$ cat src/hw/frame_writer_pkg.sv
`default_nettype none

// Shared definitions for the frame writer and its surroundings
package frame_writer_pkg;

   // ======================================================================
   // Memory request encodings
   // ======================================================================

   // Kind of request placed on the write channel
   typedef enum logic [1:0] {
      REQ_WR_LINE  = 2'd0,
      REQ_WR_FENCE = 2'd1
   } req_kind_t;

   // Cache-line address width of both channels
   localparam int ADDR_WIDTH = 32;

   // Width of one memory line and of one producer word
   localparam int LINE_WIDTH = 128;

   // Read tags let the writer pick its own responses out of the stream
   localparam int TAG_WIDTH = 4;
   localparam logic [TAG_WIDTH-1:0] TAG_HEADER = 4'h9;

   // ======================================================================
   // Frame geometry
   // ======================================================================

   // Eight frames in the ring, eight chunks per frame
   localparam int LOG_FRAME_NUMBER = 3;
   localparam int LOG_FRAME_CHUNKS = 3;

   // Marker in the top bits of a control line, so software can tell it apart
   localparam logic [15:0] CTRL_MARK = 16'hC0DE;

   // Producer silence in cycles before a partly filled frame is closed
   localparam int IDLE_LIMIT = 15;

endpackage

`default_nettype wire

$ cat src/hw/line_fifo.sv
`timescale 1ns/1ps
`default_nettype none

// Circular buffer with a generic payload
// The head entry is shown combinationally, so a pop takes effect at the next edge
module line_fifo #(
   parameter type line_t = logic [127:0],
   parameter int  DEPTH  = 16
) (
   input  wire logic  clk,
   input  wire logic  rst_n,
   input  wire logic  push,
   input  wire line_t push_data,
   input  wire logic  pop,
   output line_t      pop_data,
   output logic       not_empty,
   output logic       not_full
);

   // A depth of one still needs a one-bit pointer
   localparam int PTR_WIDTH = (DEPTH > 1) ? $clog2(DEPTH) : 1;
   localparam int CNT_WIDTH = $clog2(DEPTH + 1);

   localparam logic [PTR_WIDTH-1:0] LAST_SLOT = PTR_WIDTH'(DEPTH - 1);
   localparam logic [CNT_WIDTH-1:0] FULL_CNT  = CNT_WIDTH'(DEPTH);

   line_t                mem [DEPTH];
   logic [PTR_WIDTH-1:0] wr_ptr;
   logic [PTR_WIDTH-1:0] rd_ptr;
   logic [CNT_WIDTH-1:0] count;

   logic do_push;
   logic do_pop;

   // Requests against a full or empty buffer are ignored here
   assign do_push = push && not_full;
   assign do_pop  = pop && not_empty;

   assign not_empty = (count != '0);
   assign not_full  = (count != FULL_CNT);
   assign pop_data  = mem[rd_ptr];

   // Storage has no reset, only the pointers and the count do
   always_ff @(posedge clk) begin
      if (do_push) begin
         mem[wr_ptr] <= push_data;
      end
   end

   always_ff @(posedge clk or negedge rst_n) begin
      if (!rst_n) begin
         wr_ptr <= '0;
         rd_ptr <= '0;
         count  <= '0;
      end else begin
         // Pointers wrap by compare, so DEPTH need not be a power of two
         if (do_push) begin
            wr_ptr <= (wr_ptr == LAST_SLOT) ? '0 : wr_ptr + 1'b1;
         end
         if (do_pop) begin
            rd_ptr <= (rd_ptr == LAST_SLOT) ? '0 : rd_ptr + 1'b1;
         end
         // A push and a pop in one cycle leave the count alone
         if (do_push && !do_pop) begin
            count <= count + 1'b1;
         end else if (do_pop && !do_push) begin
            count <= count - 1'b1;
         end
      end
   end

endmodule

`default_nettype wire

$ cat src/hw/frame_writer.sv
`timescale 1ns/1ps
`default_nettype none

// Fills frames of a host-memory ring with producer data
module frame_writer #(
   parameter int LOG_FRAME_NUMBER = frame_writer_pkg::LOG_FRAME_NUMBER,
   parameter int LOG_FRAME_CHUNKS = frame_writer_pkg::LOG_FRAME_CHUNKS,
   parameter int IDLE_LIMIT       = frame_writer_pkg::IDLE_LIMIT,
   parameter int BUFFER_DEPTH     = 16
) (
   input  wire logic                                    clk,
   input  wire logic                                    rst_n,
   input  wire logic                                    afu_en,
   input  wire logic [frame_writer_pkg::ADDR_WIDTH-LOG_FRAME_NUMBER-LOG_FRAME_CHUNKS-1:0]
                                                        frame_base,
   // Producer side
   input  wire logic [frame_writer_pkg::LINE_WIDTH-1:0] tx_data,
   input  wire logic                                    tx_enable,
   output logic                                         tx_not_full,
   // Read channel
   output logic                                         rd_req,
   output logic [frame_writer_pkg::ADDR_WIDTH-1:0]      rd_addr,
   output logic [frame_writer_pkg::TAG_WIDTH-1:0]       rd_tag,
   input  wire logic                                    rd_grant,
   // Read response
   input  wire logic                                    rsp_valid,
   input  wire logic [frame_writer_pkg::TAG_WIDTH-1:0]  rsp_tag,
   input  wire logic [frame_writer_pkg::LINE_WIDTH-1:0] rsp_data,
   // Write channel
   output logic                                         wr_req,
   output frame_writer_pkg::req_kind_t                  wr_kind,
   output logic [frame_writer_pkg::ADDR_WIDTH-1:0]      wr_addr,
   output logic [frame_writer_pkg::LINE_WIDTH-1:0]      wr_data,
   input  wire logic                                    wr_grant
);

   import frame_writer_pkg::*;

   localparam int IDLE_WIDTH = $clog2(IDLE_LIMIT + 1);

   localparam logic [IDLE_WIDTH-1:0]       IDLE_MAX    = IDLE_WIDTH'(IDLE_LIMIT);
   localparam logic [LOG_FRAME_CHUNKS-1:0] LAST_CHUNK  = '1;
   localparam logic [LOG_FRAME_CHUNKS-1:0] FIRST_CHUNK = LOG_FRAME_CHUNKS'(1);
   localparam logic [LOG_FRAME_CHUNKS-1:0] CTRL_CHUNK  = '0;

   // ======================================================================
   // Frame control FSM
   // ======================================================================

   typedef enum logic [2:0] {
      ST_IDLE,
      ST_POLL_HEADER,
      ST_WAIT_HEADER,
      ST_WRITE,
      ST_WRITE_FENCE,
      ST_WRITE_CONTROL
   } state_t;

   state_t state;
   state_t next_state;

   logic [LOG_FRAME_NUMBER-1:0] frame_number;
   logic [LOG_FRAME_CHUNKS-1:0] frame_chunk;
   logic [LOG_FRAME_CHUNKS-1:0] chunks_written;
   logic [IDLE_WIDTH-1:0]       idle_count;

   logic                  buf_not_empty;
   logic [LINE_WIDTH-1:0] buf_head;
   logic                  header_rsp;
   logic                  header_free;
   logic                  data_accept;
   logic                  idle_close;
   logic [LINE_WIDTH-1:0] ctrl_line;

   // Only tagged header responses matter and everything else belongs to others
   assign header_rsp  = rsp_valid && (rsp_tag == TAG_HEADER);
   // Software clears bit 0 once it has drained the frame
   assign header_free = !rsp_data[0];

   // A word leaves the buffer only with a data write that was really requested
   assign data_accept = (state == ST_WRITE) && wr_req && wr_grant;

   // Close on silence only with data in the frame and nothing waiting to go
   assign idle_close = (idle_count == IDLE_MAX) && (frame_chunk != FIRST_CHUNK)
                       && !buf_not_empty;

   always_ff @(posedge clk or negedge rst_n) begin
      if (!rst_n) begin
         state <= ST_IDLE;
      end else if (!afu_en) begin
         state <= ST_IDLE;
      end else begin
         state <= next_state;
      end
   end

   always_comb begin
      next_state = state;
      case (state)
         ST_IDLE: begin
            next_state = ST_POLL_HEADER;
         end
         ST_POLL_HEADER: begin
            if (rd_grant) begin
               next_state = ST_WAIT_HEADER;
            end
         end
         ST_WAIT_HEADER: begin
            // A busy frame sends us back to poll it again
            if (header_rsp) begin
               next_state = header_free ? ST_WRITE : ST_POLL_HEADER;
            end
         end
         ST_WRITE: begin
            if ((data_accept && frame_chunk == LAST_CHUNK) || idle_close) begin
               next_state = ST_WRITE_FENCE;
            end
         end
         ST_WRITE_FENCE: begin
            if (wr_grant) begin
               next_state = ST_WRITE_CONTROL;
            end
         end
         ST_WRITE_CONTROL: begin
            if (wr_grant) begin
               next_state = ST_POLL_HEADER;
            end
         end
         default: begin
            next_state = ST_IDLE;
         end
      endcase
   end

   // ======================================================================
   // Frame number, chunk index and idle counter
   // ======================================================================

   always_ff @(posedge clk or negedge rst_n) begin
      if (!rst_n) begin
         frame_number <= '0;
         frame_chunk  <= FIRST_CHUNK;
         idle_count   <= '0;
      end else begin
         // Disabling the writer restarts the ring at frame 0
         if (!afu_en || state == ST_IDLE) begin
            frame_number <= '0;
         end else if (state == ST_WRITE_CONTROL && wr_grant) begin
            frame_number <= frame_number + 1'b1;
         end

         // Data starts one past the header chunk
         // After the last chunk the index wraps to 0, which still gives the right count
         if (state == ST_POLL_HEADER) begin
            frame_chunk <= FIRST_CHUNK;
         end else if (data_accept) begin
            frame_chunk <= frame_chunk + 1'b1;
         end

         // Counts empty-buffer cycles in the data phase and saturates at the limit
         if (state != ST_WRITE || buf_not_empty) begin
            idle_count <= '0;
         end else if (idle_count != IDLE_MAX) begin
            idle_count <= idle_count + 1'b1;
         end
      end
   end

   // ======================================================================
   // Request formation
   // ======================================================================

   assign chunks_written = frame_chunk - FIRST_CHUNK;

   // Control line is marker on top, chunk count from bit 8, valid in bit 0
   always_comb begin
      ctrl_line = '0;
      ctrl_line[LINE_WIDTH-1 -: $bits(CTRL_MARK)] = CTRL_MARK;
      ctrl_line[8 +: LOG_FRAME_CHUNKS] = chunks_written;
      ctrl_line[0] = 1'b1;
   end

   // Header polls always target chunk 0 of the current frame
   assign rd_req  = afu_en && (state == ST_POLL_HEADER);
   assign rd_addr = {frame_base, frame_number, CTRL_CHUNK};
   assign rd_tag  = TAG_HEADER;

   assign wr_req = afu_en && (((state == ST_WRITE) && buf_not_empty)
                              || (state == ST_WRITE_FENCE)
                              || (state == ST_WRITE_CONTROL));

   always_comb begin
      wr_kind = REQ_WR_LINE;
      wr_addr = {frame_base, frame_number, CTRL_CHUNK};
      wr_data = '0;
      case (state)
         ST_WRITE: begin
            wr_addr = {frame_base, frame_number, frame_chunk};
            wr_data = buf_head;
         end
         ST_WRITE_FENCE: begin
            wr_kind = REQ_WR_FENCE;
         end
         ST_WRITE_CONTROL: begin
            wr_data = ctrl_line;
         end
         default: begin
            wr_kind = REQ_WR_LINE;
         end
      endcase
   end

   // ======================================================================
   // Producer data buffer
   // ======================================================================

   // The head is popped only when its write is accepted
   line_fifo #(
      .line_t (logic [LINE_WIDTH-1:0]),
      .DEPTH  (BUFFER_DEPTH)
   ) u_data_buf (
      .clk       (clk),
      .rst_n     (rst_n),
      .push      (tx_enable),
      .push_data (tx_data),
      .pop       (data_accept),
      .pop_data  (buf_head),
      .not_empty (buf_not_empty),
      .not_full  (tx_not_full)
   );

endmodule

`default_nettype wire

$ cat src/hw/frame_writer_top.sv
`timescale 1ns/1ps
`default_nettype none

// Top level of the frame writer subsystem
// Ring geometry and idle limit come from the shared package
module frame_writer_top (
   input  wire logic                                    clk,
   input  wire logic                                    rst_n,
   input  wire logic                                    afu_en,
   input  wire logic [frame_writer_pkg::ADDR_WIDTH-frame_writer_pkg::LOG_FRAME_NUMBER
                      -frame_writer_pkg::LOG_FRAME_CHUNKS-1:0]
                                                        frame_base,
   // Producer side
   input  wire logic [frame_writer_pkg::LINE_WIDTH-1:0] tx_data,
   input  wire logic                                    tx_enable,
   output logic                                         tx_not_full,
   // Read channel and its responses
   output logic                                         rd_req,
   output logic [frame_writer_pkg::ADDR_WIDTH-1:0]      rd_addr,
   output logic [frame_writer_pkg::TAG_WIDTH-1:0]       rd_tag,
   input  wire logic                                    rd_grant,
   input  wire logic                                    rsp_valid,
   input  wire logic [frame_writer_pkg::TAG_WIDTH-1:0]  rsp_tag,
   input  wire logic [frame_writer_pkg::LINE_WIDTH-1:0] rsp_data,
   // Write channel
   output logic                                         wr_req,
   output frame_writer_pkg::req_kind_t                  wr_kind,
   output logic [frame_writer_pkg::ADDR_WIDTH-1:0]      wr_addr,
   output logic [frame_writer_pkg::LINE_WIDTH-1:0]      wr_data,
   input  wire logic                                    wr_grant
);

   import frame_writer_pkg::*;

   // Sixteen lines of buffering ride out short grant stalls
   localparam int BUFFER_DEPTH = 16;

   frame_writer #(
      .LOG_FRAME_NUMBER (LOG_FRAME_NUMBER),
      .LOG_FRAME_CHUNKS (LOG_FRAME_CHUNKS),
      .IDLE_LIMIT       (IDLE_LIMIT),
      .BUFFER_DEPTH     (BUFFER_DEPTH)
   ) u_frame_writer (
      .clk         (clk),
      .rst_n       (rst_n),
      .afu_en      (afu_en),
      .frame_base  (frame_base),
      .tx_data     (tx_data),
      .tx_enable   (tx_enable),
      .tx_not_full (tx_not_full),
      .rd_req      (rd_req),
      .rd_addr     (rd_addr),
      .rd_tag      (rd_tag),
      .rd_grant    (rd_grant),
      .rsp_valid   (rsp_valid),
      .rsp_tag     (rsp_tag),
      .rsp_data    (rsp_data),
      .wr_req      (wr_req),
      .wr_kind     (wr_kind),
      .wr_addr     (wr_addr),
      .wr_data     (wr_data),
      .wr_grant    (wr_grant)
   );

endmodule

`default_nettype wire

$ cat config.mk
export PLATFORM = sky130hd
export DESIGN_NAME = frame_writer_top
export DESIGN_NICKNAME = d
export VERILOG_FILES = /design/src/hw/frame_writer_pkg.sv /design/src/hw/line_fifo.sv /design/src/hw/frame_writer.sv /design/src/hw/frame_writer_top.sv
export SDC_FILE = /design/constraint.sdc
export NUM_CORES = 2
export LEC_CHECK = 0
export ABC_AREA = 1
export BUFFER_PORTS_ARGS = -buffer_cell sky130_fd_sc_hd__clkbuf_2
export CORE_MARGIN = 2
export CORE_UTILIZATION = 55
export DETAILED_ROUTE_END_ITERATION = 8
export PLACE_DENSITY = 0.72
export SKIP_LAST_GASP = 1
export SLEW_MARGIN = 25
export SYNTH_ARGS = -nofsm -noshare
export SYNTH_HDL_FRONTEND = slang
export SYNTH_SLANG_ARGS = --single-unit
$ cat constraint.sdc
create_clock -name clk -period 27 [get_ports clk]
set_clock_uncertainty 0.1 [all_clocks]
set_input_delay 5.4 -clock clk [delete_from_list [all_inputs] [get_ports clk]]
set_output_delay 5.4 -clock clk [all_outputs]
set_load 0.05 [all_outputs]
Yosys cells after proc, flatten, opt, wreduce, memory -nomap -nowiden
Memories as Yosys holds them, arrays and structs flattened.
Cells that the tools add are included.
{"block": "word_totals", "register_bits": 26, "latchBits": 0, "ramBits": 2048, "mem_bits_ro": 0, "input_bits": 293, "mem_count": 1}
{"block": "classes", "addsub": 8, "mul": 0, "div": 0, "order_cmp": 0, "eq_ne": 19, "shifts": 0, "mux": 23, "n_bitwise": 0, "reduce_logical": 30}
{"memory": "u_frame_writer.u_data_buf.mem", "words": 16, "width": 128, "read_ports": 1, "rd_ports_with_merged_regs": 0, "wr": 1, "line_no": "line_fifo.sv:27", "source": "line_t mem [DEPTH];"}
{"operator": "$pmux 128 s2", "count": 1}
{"operator": "$mux 3", "count": 11}
{"operator": "$pmux 3 s6", "count": 1}
{"operator": "$eq 4x4->1 const B", "count": 4}
{"operator": "$mux 4", "count": 4}
{"operator": "$logic_and 1x1->1", "count": 14}
{"operator": "$add 4x1->4 const B", "count": 3}
{"operator": "$ne 3x3->1 const B", "count": 4}
{"operator": "$mux 5", "count": 2}
{"operator": "$eq 3x3->1 const B", "count": 3}
{"operator": "$reduce_bool 2->1", "count": 4}
{"operator": "$add 3x1->3 const B", "count": 2}
{"operator": "$eq 3x2->1 const B", "count": 2}
{"operator": "$ne 3x2->1 const B", "count": 2}
{"operator": "$add 5x1->5 const B", "count": 1}
{"operator": "$logic_or 1x1->1", "count": 5}
{"operator": "$ne 5x5->1 const B", "count": 1}
{"operator": "$reduce_and 5->1", "count": 1}
{"operator": "$reduce_bool 5->1", "count": 1}
{"operator": "$sub 5x1->5 const B", "count": 1}
{"operator": "$logic_not 1->1", "count": 4}
{"operator": "$ne 4x4->1 const B", "count": 1}
{"operator": "$eq 3x1->1 const B", "count": 1}
{"operator": "$logic_not 3->1", "count": 1}
{"operator": "other kinds (4)", "count": 6}

Logic depth before layout (Yosys ltp)
{"block": "logic_depth", "word_depth": 12, "depth_mapped": 15}

Cells and area by module
A second synthesis with hierarchy kept.
{"block": "unflattened", "cells_unflattened": 8088, "hier_area_um2": 87899.3}
{"module": "line_fifo", "instances": 1, "cells_per_inst": 7631, "area_per_inst_um2": 85066.6, "seq_area_each_um2": 61824.3}
{"module": "frame_writer", "instances": 1, "cells_per_inst": 457, "area_per_inst_um2": 2832.7, "seq_area_each_um2": 326.6}

Worst setup path after synthesis
OpenSTA, ideal clock, no wires.
{"block": "synth_timing", "path_kind": "input to register", "from": "input port tx_enable", "to": "memory u_frame_writer.u_data_buf.mem[12][0] (netlist name), enable pin", "setup_time_ns": 0.773, "arrival_ns": 14.397, "required_time_ns": 26.127, "path_slack_ns": 11.730, "path_stages": 3, "path_cell_list": "nand2_1 clkbuf_1 nor3_1"}
{"block": "synth_via", "elab_chain_len": 3}
{"item": "from (decl)", "line_no": "frame_writer_top.sv:15", "source": "input wire logic tx_enable,"}
{"item": "$logic_and 1x1->1", "line_no": "line_fifo.sv:36", "source": "assign do_push = push && not_full;"}
{"item": "$mux 1", "line_no": "line_fifo.sv:45", "source": "if (do_push) begin"}
{"item": "$mux 1 (implied by the code)", "line_no": "line_fifo.sv:46", "source": "mem[wr_ptr] <= push_data;"}
{"item": "to (decl)", "line_no": "line_fifo.sv:27"}
Every way passes these cells.

Worst setup path after layout
{"block": "layout_timing", "from": "input port afu_en", "to": "output port wr_req"}
{"block": "layout_via", "elab_chain_len": 1}
{"item": "from (decl)", "line_no": "frame_writer_top.sv:9", "source": "input wire logic afu_en,"}
{"item": "$logic_and 1x1->1", "line_no": "frame_writer.sv:188", "source": "assign wr_req = afu_en && (((state == ST_WRITE) && buf_not_empty)"}
{"item": "to (decl)", "line_no": "frame_writer_top.sv:26", "source": "output logic wr_req,"}
Every way passes these cells.

==> results.ini <==
[outcome]
status = complete, no violations

[clocking]
cts_tree = built
clk_latency_ns = 0.83
clockBufferDepth = 3
hold_buffers = 0
cts_resized = 0
cts_buffers = 204
cts_sinks = 2074
postCtsSetupRepairBufs = 0
clk_pin_slew_ns = 0.06
ctsRootBufferMaster = clkbuf_16
htree_levels = 4

[placement]
place_area_um2 = 89300
numPortBuffers = 280
hpwl_um = 102600
place_ws_ns = 15.10
gp_congestion = 0.7665

[grt]
grt_overflow = 0
grt_usage_pct = 26.15
grt_pass1_wl_um = 322000
grt_pass1_vias = 54490
grt_max_degree = 253
antenna_found_initial = 27

[cells_and_area]
fin_nets = 8425
areaGrowthSynthToFinish_pct = 10.11
post-route-cell-area_um2 = 95770
layout-drive-gt1-share_pct = 8.662
num-fill-cells = 11980

[logic_synthesis]
yosysSeqAreaShare_pct = 71.46
synth_xor_area_share_pct = 0.08056
synth_compound_area_share_pct = 2.922
ys_ff_latch = 2074
synth_warnings = 0
syn-cell-area_um2 = 86970
synthArstFlopShare_pct = 1.254
synth-edff-count = 2048
synthTopCellsByArea = edfxtp_1, nand2_1, nand3_1, nor2_1, inv_1
synthMuxAreaShare_pct = 0
synthCells = 8027
synth_flop_cell = edfxtp_1
synth_top_cell_by_area = edfxtp_1
synthAdderAreaFrac_pct = 0.2388
synth_top_family_by_area = simple AND/OR/NAND/NOR gates
synth-simple-area-share_pct = 19.80
synth.top_cell.area_share_pct = 70.71
synth_cell_types = 35
postSynthAreaPerCell_um2 = 10.84

[floorplanning]
die_area_um2 = 161300
fp-row-count = 145
die_h_um = 401.7
start_util_pct = 55.55
ios = 494
die_x_um = 401.7
core_region_area_um2 = 156600

[routing]
dr.pass1.iters = 5
drtAntennaViolNets = 0
drtIter0Drc = 5788
wire_per_inst_um = 20.67
vias_per_cell = 5.506
drc = 0
via_count = 57050
drt-total-wl_um = 214200

[sta]
rsz0062_at_grt = false
setup_ws_ns = 15.09
tightest_slew_ns = 1.217
fin_setup_tns_ns = 0
hold_viol_final = 0
timing.fmax_mhz = 83.96
fin_crit_sh_pct = 44.11
maxSlewHeadroom_pct = 18.84
period_needed_ns = 11.91
setup_violations = 0
holdWs_ns = 0.4067
slew_viol_final = 0

[setup_path]
cp_max_fo = 7
startpoint = afu_en
crit_type = in2out
crit_top_cell = clkbuf_2
reg2reg_to = u_frame_writer.u_data_buf.mem[13][79]$_DFFE_PP_
cp-end-kind = output port
cp.required_ns = 21.50
critPathMaxStageDelay_ns = 0.31
reg2reg_slack_ns = 22.56
rr_worst_depth = 7
start_kind = input port
worstPathCellList = clkbuf_2 -> inv_1 -> nor2_1 -> nand2_1 -> o31ai_1 -> clkbuf_2
cp_num_buf_inv = 3
r2r_start = u_frame_writer.u_data_buf.count[0]$_DFFE_PN0P_
cpMaxStageDelayCell = clkbuf_2
crit_arrival_ns = 6.41
cp_top_family = buffers and inverters

[hold_path]
min_to = u_frame_writer.frame_chunk[0]$_DFFE_PN1P_
hold_path_startpoint = u_frame_writer.frame_chunk[0]$_DFFE_PN1P_
whs_path_depth = 2
hold_path_class = reg2reg

[power]
power_leakage_nw = 37.89
max-vdd-ir-drop_mv = 0.1031
p_per_area_nw_per_um2 = 103.5

[flow_run]
max_cap_viol_count = 0

==> power breakdown <==
part | internal [mW] | switching (mW)
clock network | 1.53 | 1.20
logic | 0.826 | 2.40
registers | 3.85 | 0.104
total | 6.20 | 3.70
==> routing by layer <==
metal / up-vias / track usage, % / wire (µm)
met5: - / 0 / 169
met1: 27440 / 34.84 / 85950
met3: 523 / 4.613 / 17260
met4: 26 / 10.18 / 7694
met2: 2376 / 43.01 / 103100
li1: 26680 / - / -
==> state kept, by name (all words and copies together) (netlist names) <==
name and flops:
u_frame_writer.frame_number 3, u_frame_writer.u_data_buf.mem 2048, u_frame_writer.idle_count 4, u_frame_writer.u_data_buf.count 5
u_frame_writer.state 3, u_frame_writer.u_data_buf.wr_ptr 4, u_frame_writer.frame_chunk 3, u_frame_writer.u_data_buf.rd_ptr 4
==> how the worst max path moves through the flow <==
stage                                                          end  depth (start not counted)
floorplan           u_frame_writer.u_data_buf.mem[12][0]$_DFFE_PP_                          3
global placement                                            wr_req                          6
detailed placement                                          wr_req                          6
CTS                                                         wr_req                          6
global route                                                wr_req                          6
finish                                                      wr_req                          6
==> cell type report <==
cell class,instances,area (µm²),share of cell area (%)
repair buffers,367,2263,2.363
flip-flops and latches,2074,62160,64.91
inverters,567,2167,2.263
diodes,13,32.53,0.03397
clock inverters,111,1028,1.074
clock buffers,268,5355,5.592
well taps,2058,2575,2.689
multi-input cells,4902,20180,21.08
==> worst register-to-register path, cell delays in order, from the launching register on <==
cell and delay [ns]:
dfrtp_1 0.44, nor2_1 0.09, nand3_1 0.11, nand2_1 0.50, nor3_2 0.28, buf_4 0.81
buf_4 0.96, buf_4 0.76
==> per-stage QoR <==
step	instances	util, %	power [mW]
2_1_floorplan	8033	-	6.442
3_3_place_gp	9963	56.98	7.141
3_5_place_dp	9966	57.03	7.214
4_1_cts	10350	61.11	9.924
5_1_grt	10360	61.16	10.44
6_report	10360	61.17	9.907
==> placed cells by master (no fill, tap or decap), types with 7 or more instances in the layout <==
cell       count
a21oi_1      104
bufinv_16     13
clkbuf_1      63
clkbuf_16    204
clkinv_1      50
clkbuf_2     280
inv_1        525
ha_1          15
nor3_2        12
diode_2       13
buf_4         68
buf_12        12
conb_1         8
a21oi_2       19
inv_6          7
clkinv_2      29
nand3_1      598
xor2_1         7
nor2_1       723
o21ai_0      362
edfxtp_1    2048
dfrtp_1       22
nand2_1     3033
inv_2         37
==> cell usage after synthesis, drive strengths merged, types with 7 or more instances <==
master     n
nor2     729
dfrtp     25
nand2   3033
a21oi    123
buf      263
clkbuf   227
nand3    599
edfxtp  2048
ha        15
nor3      12
xor2       7
o21ai    362
inv      567
==> cells by family after synthesis <==
group,Yosys count
and+or+nand+nor,4379
DFF,2074
buffers and inverters,1057
AOI/OAI and AO/OA,491
adders and majority gates,16
xor gates and xnor gates,8
other,2
No activity file was read; power rests on OpenSTA's default activity.
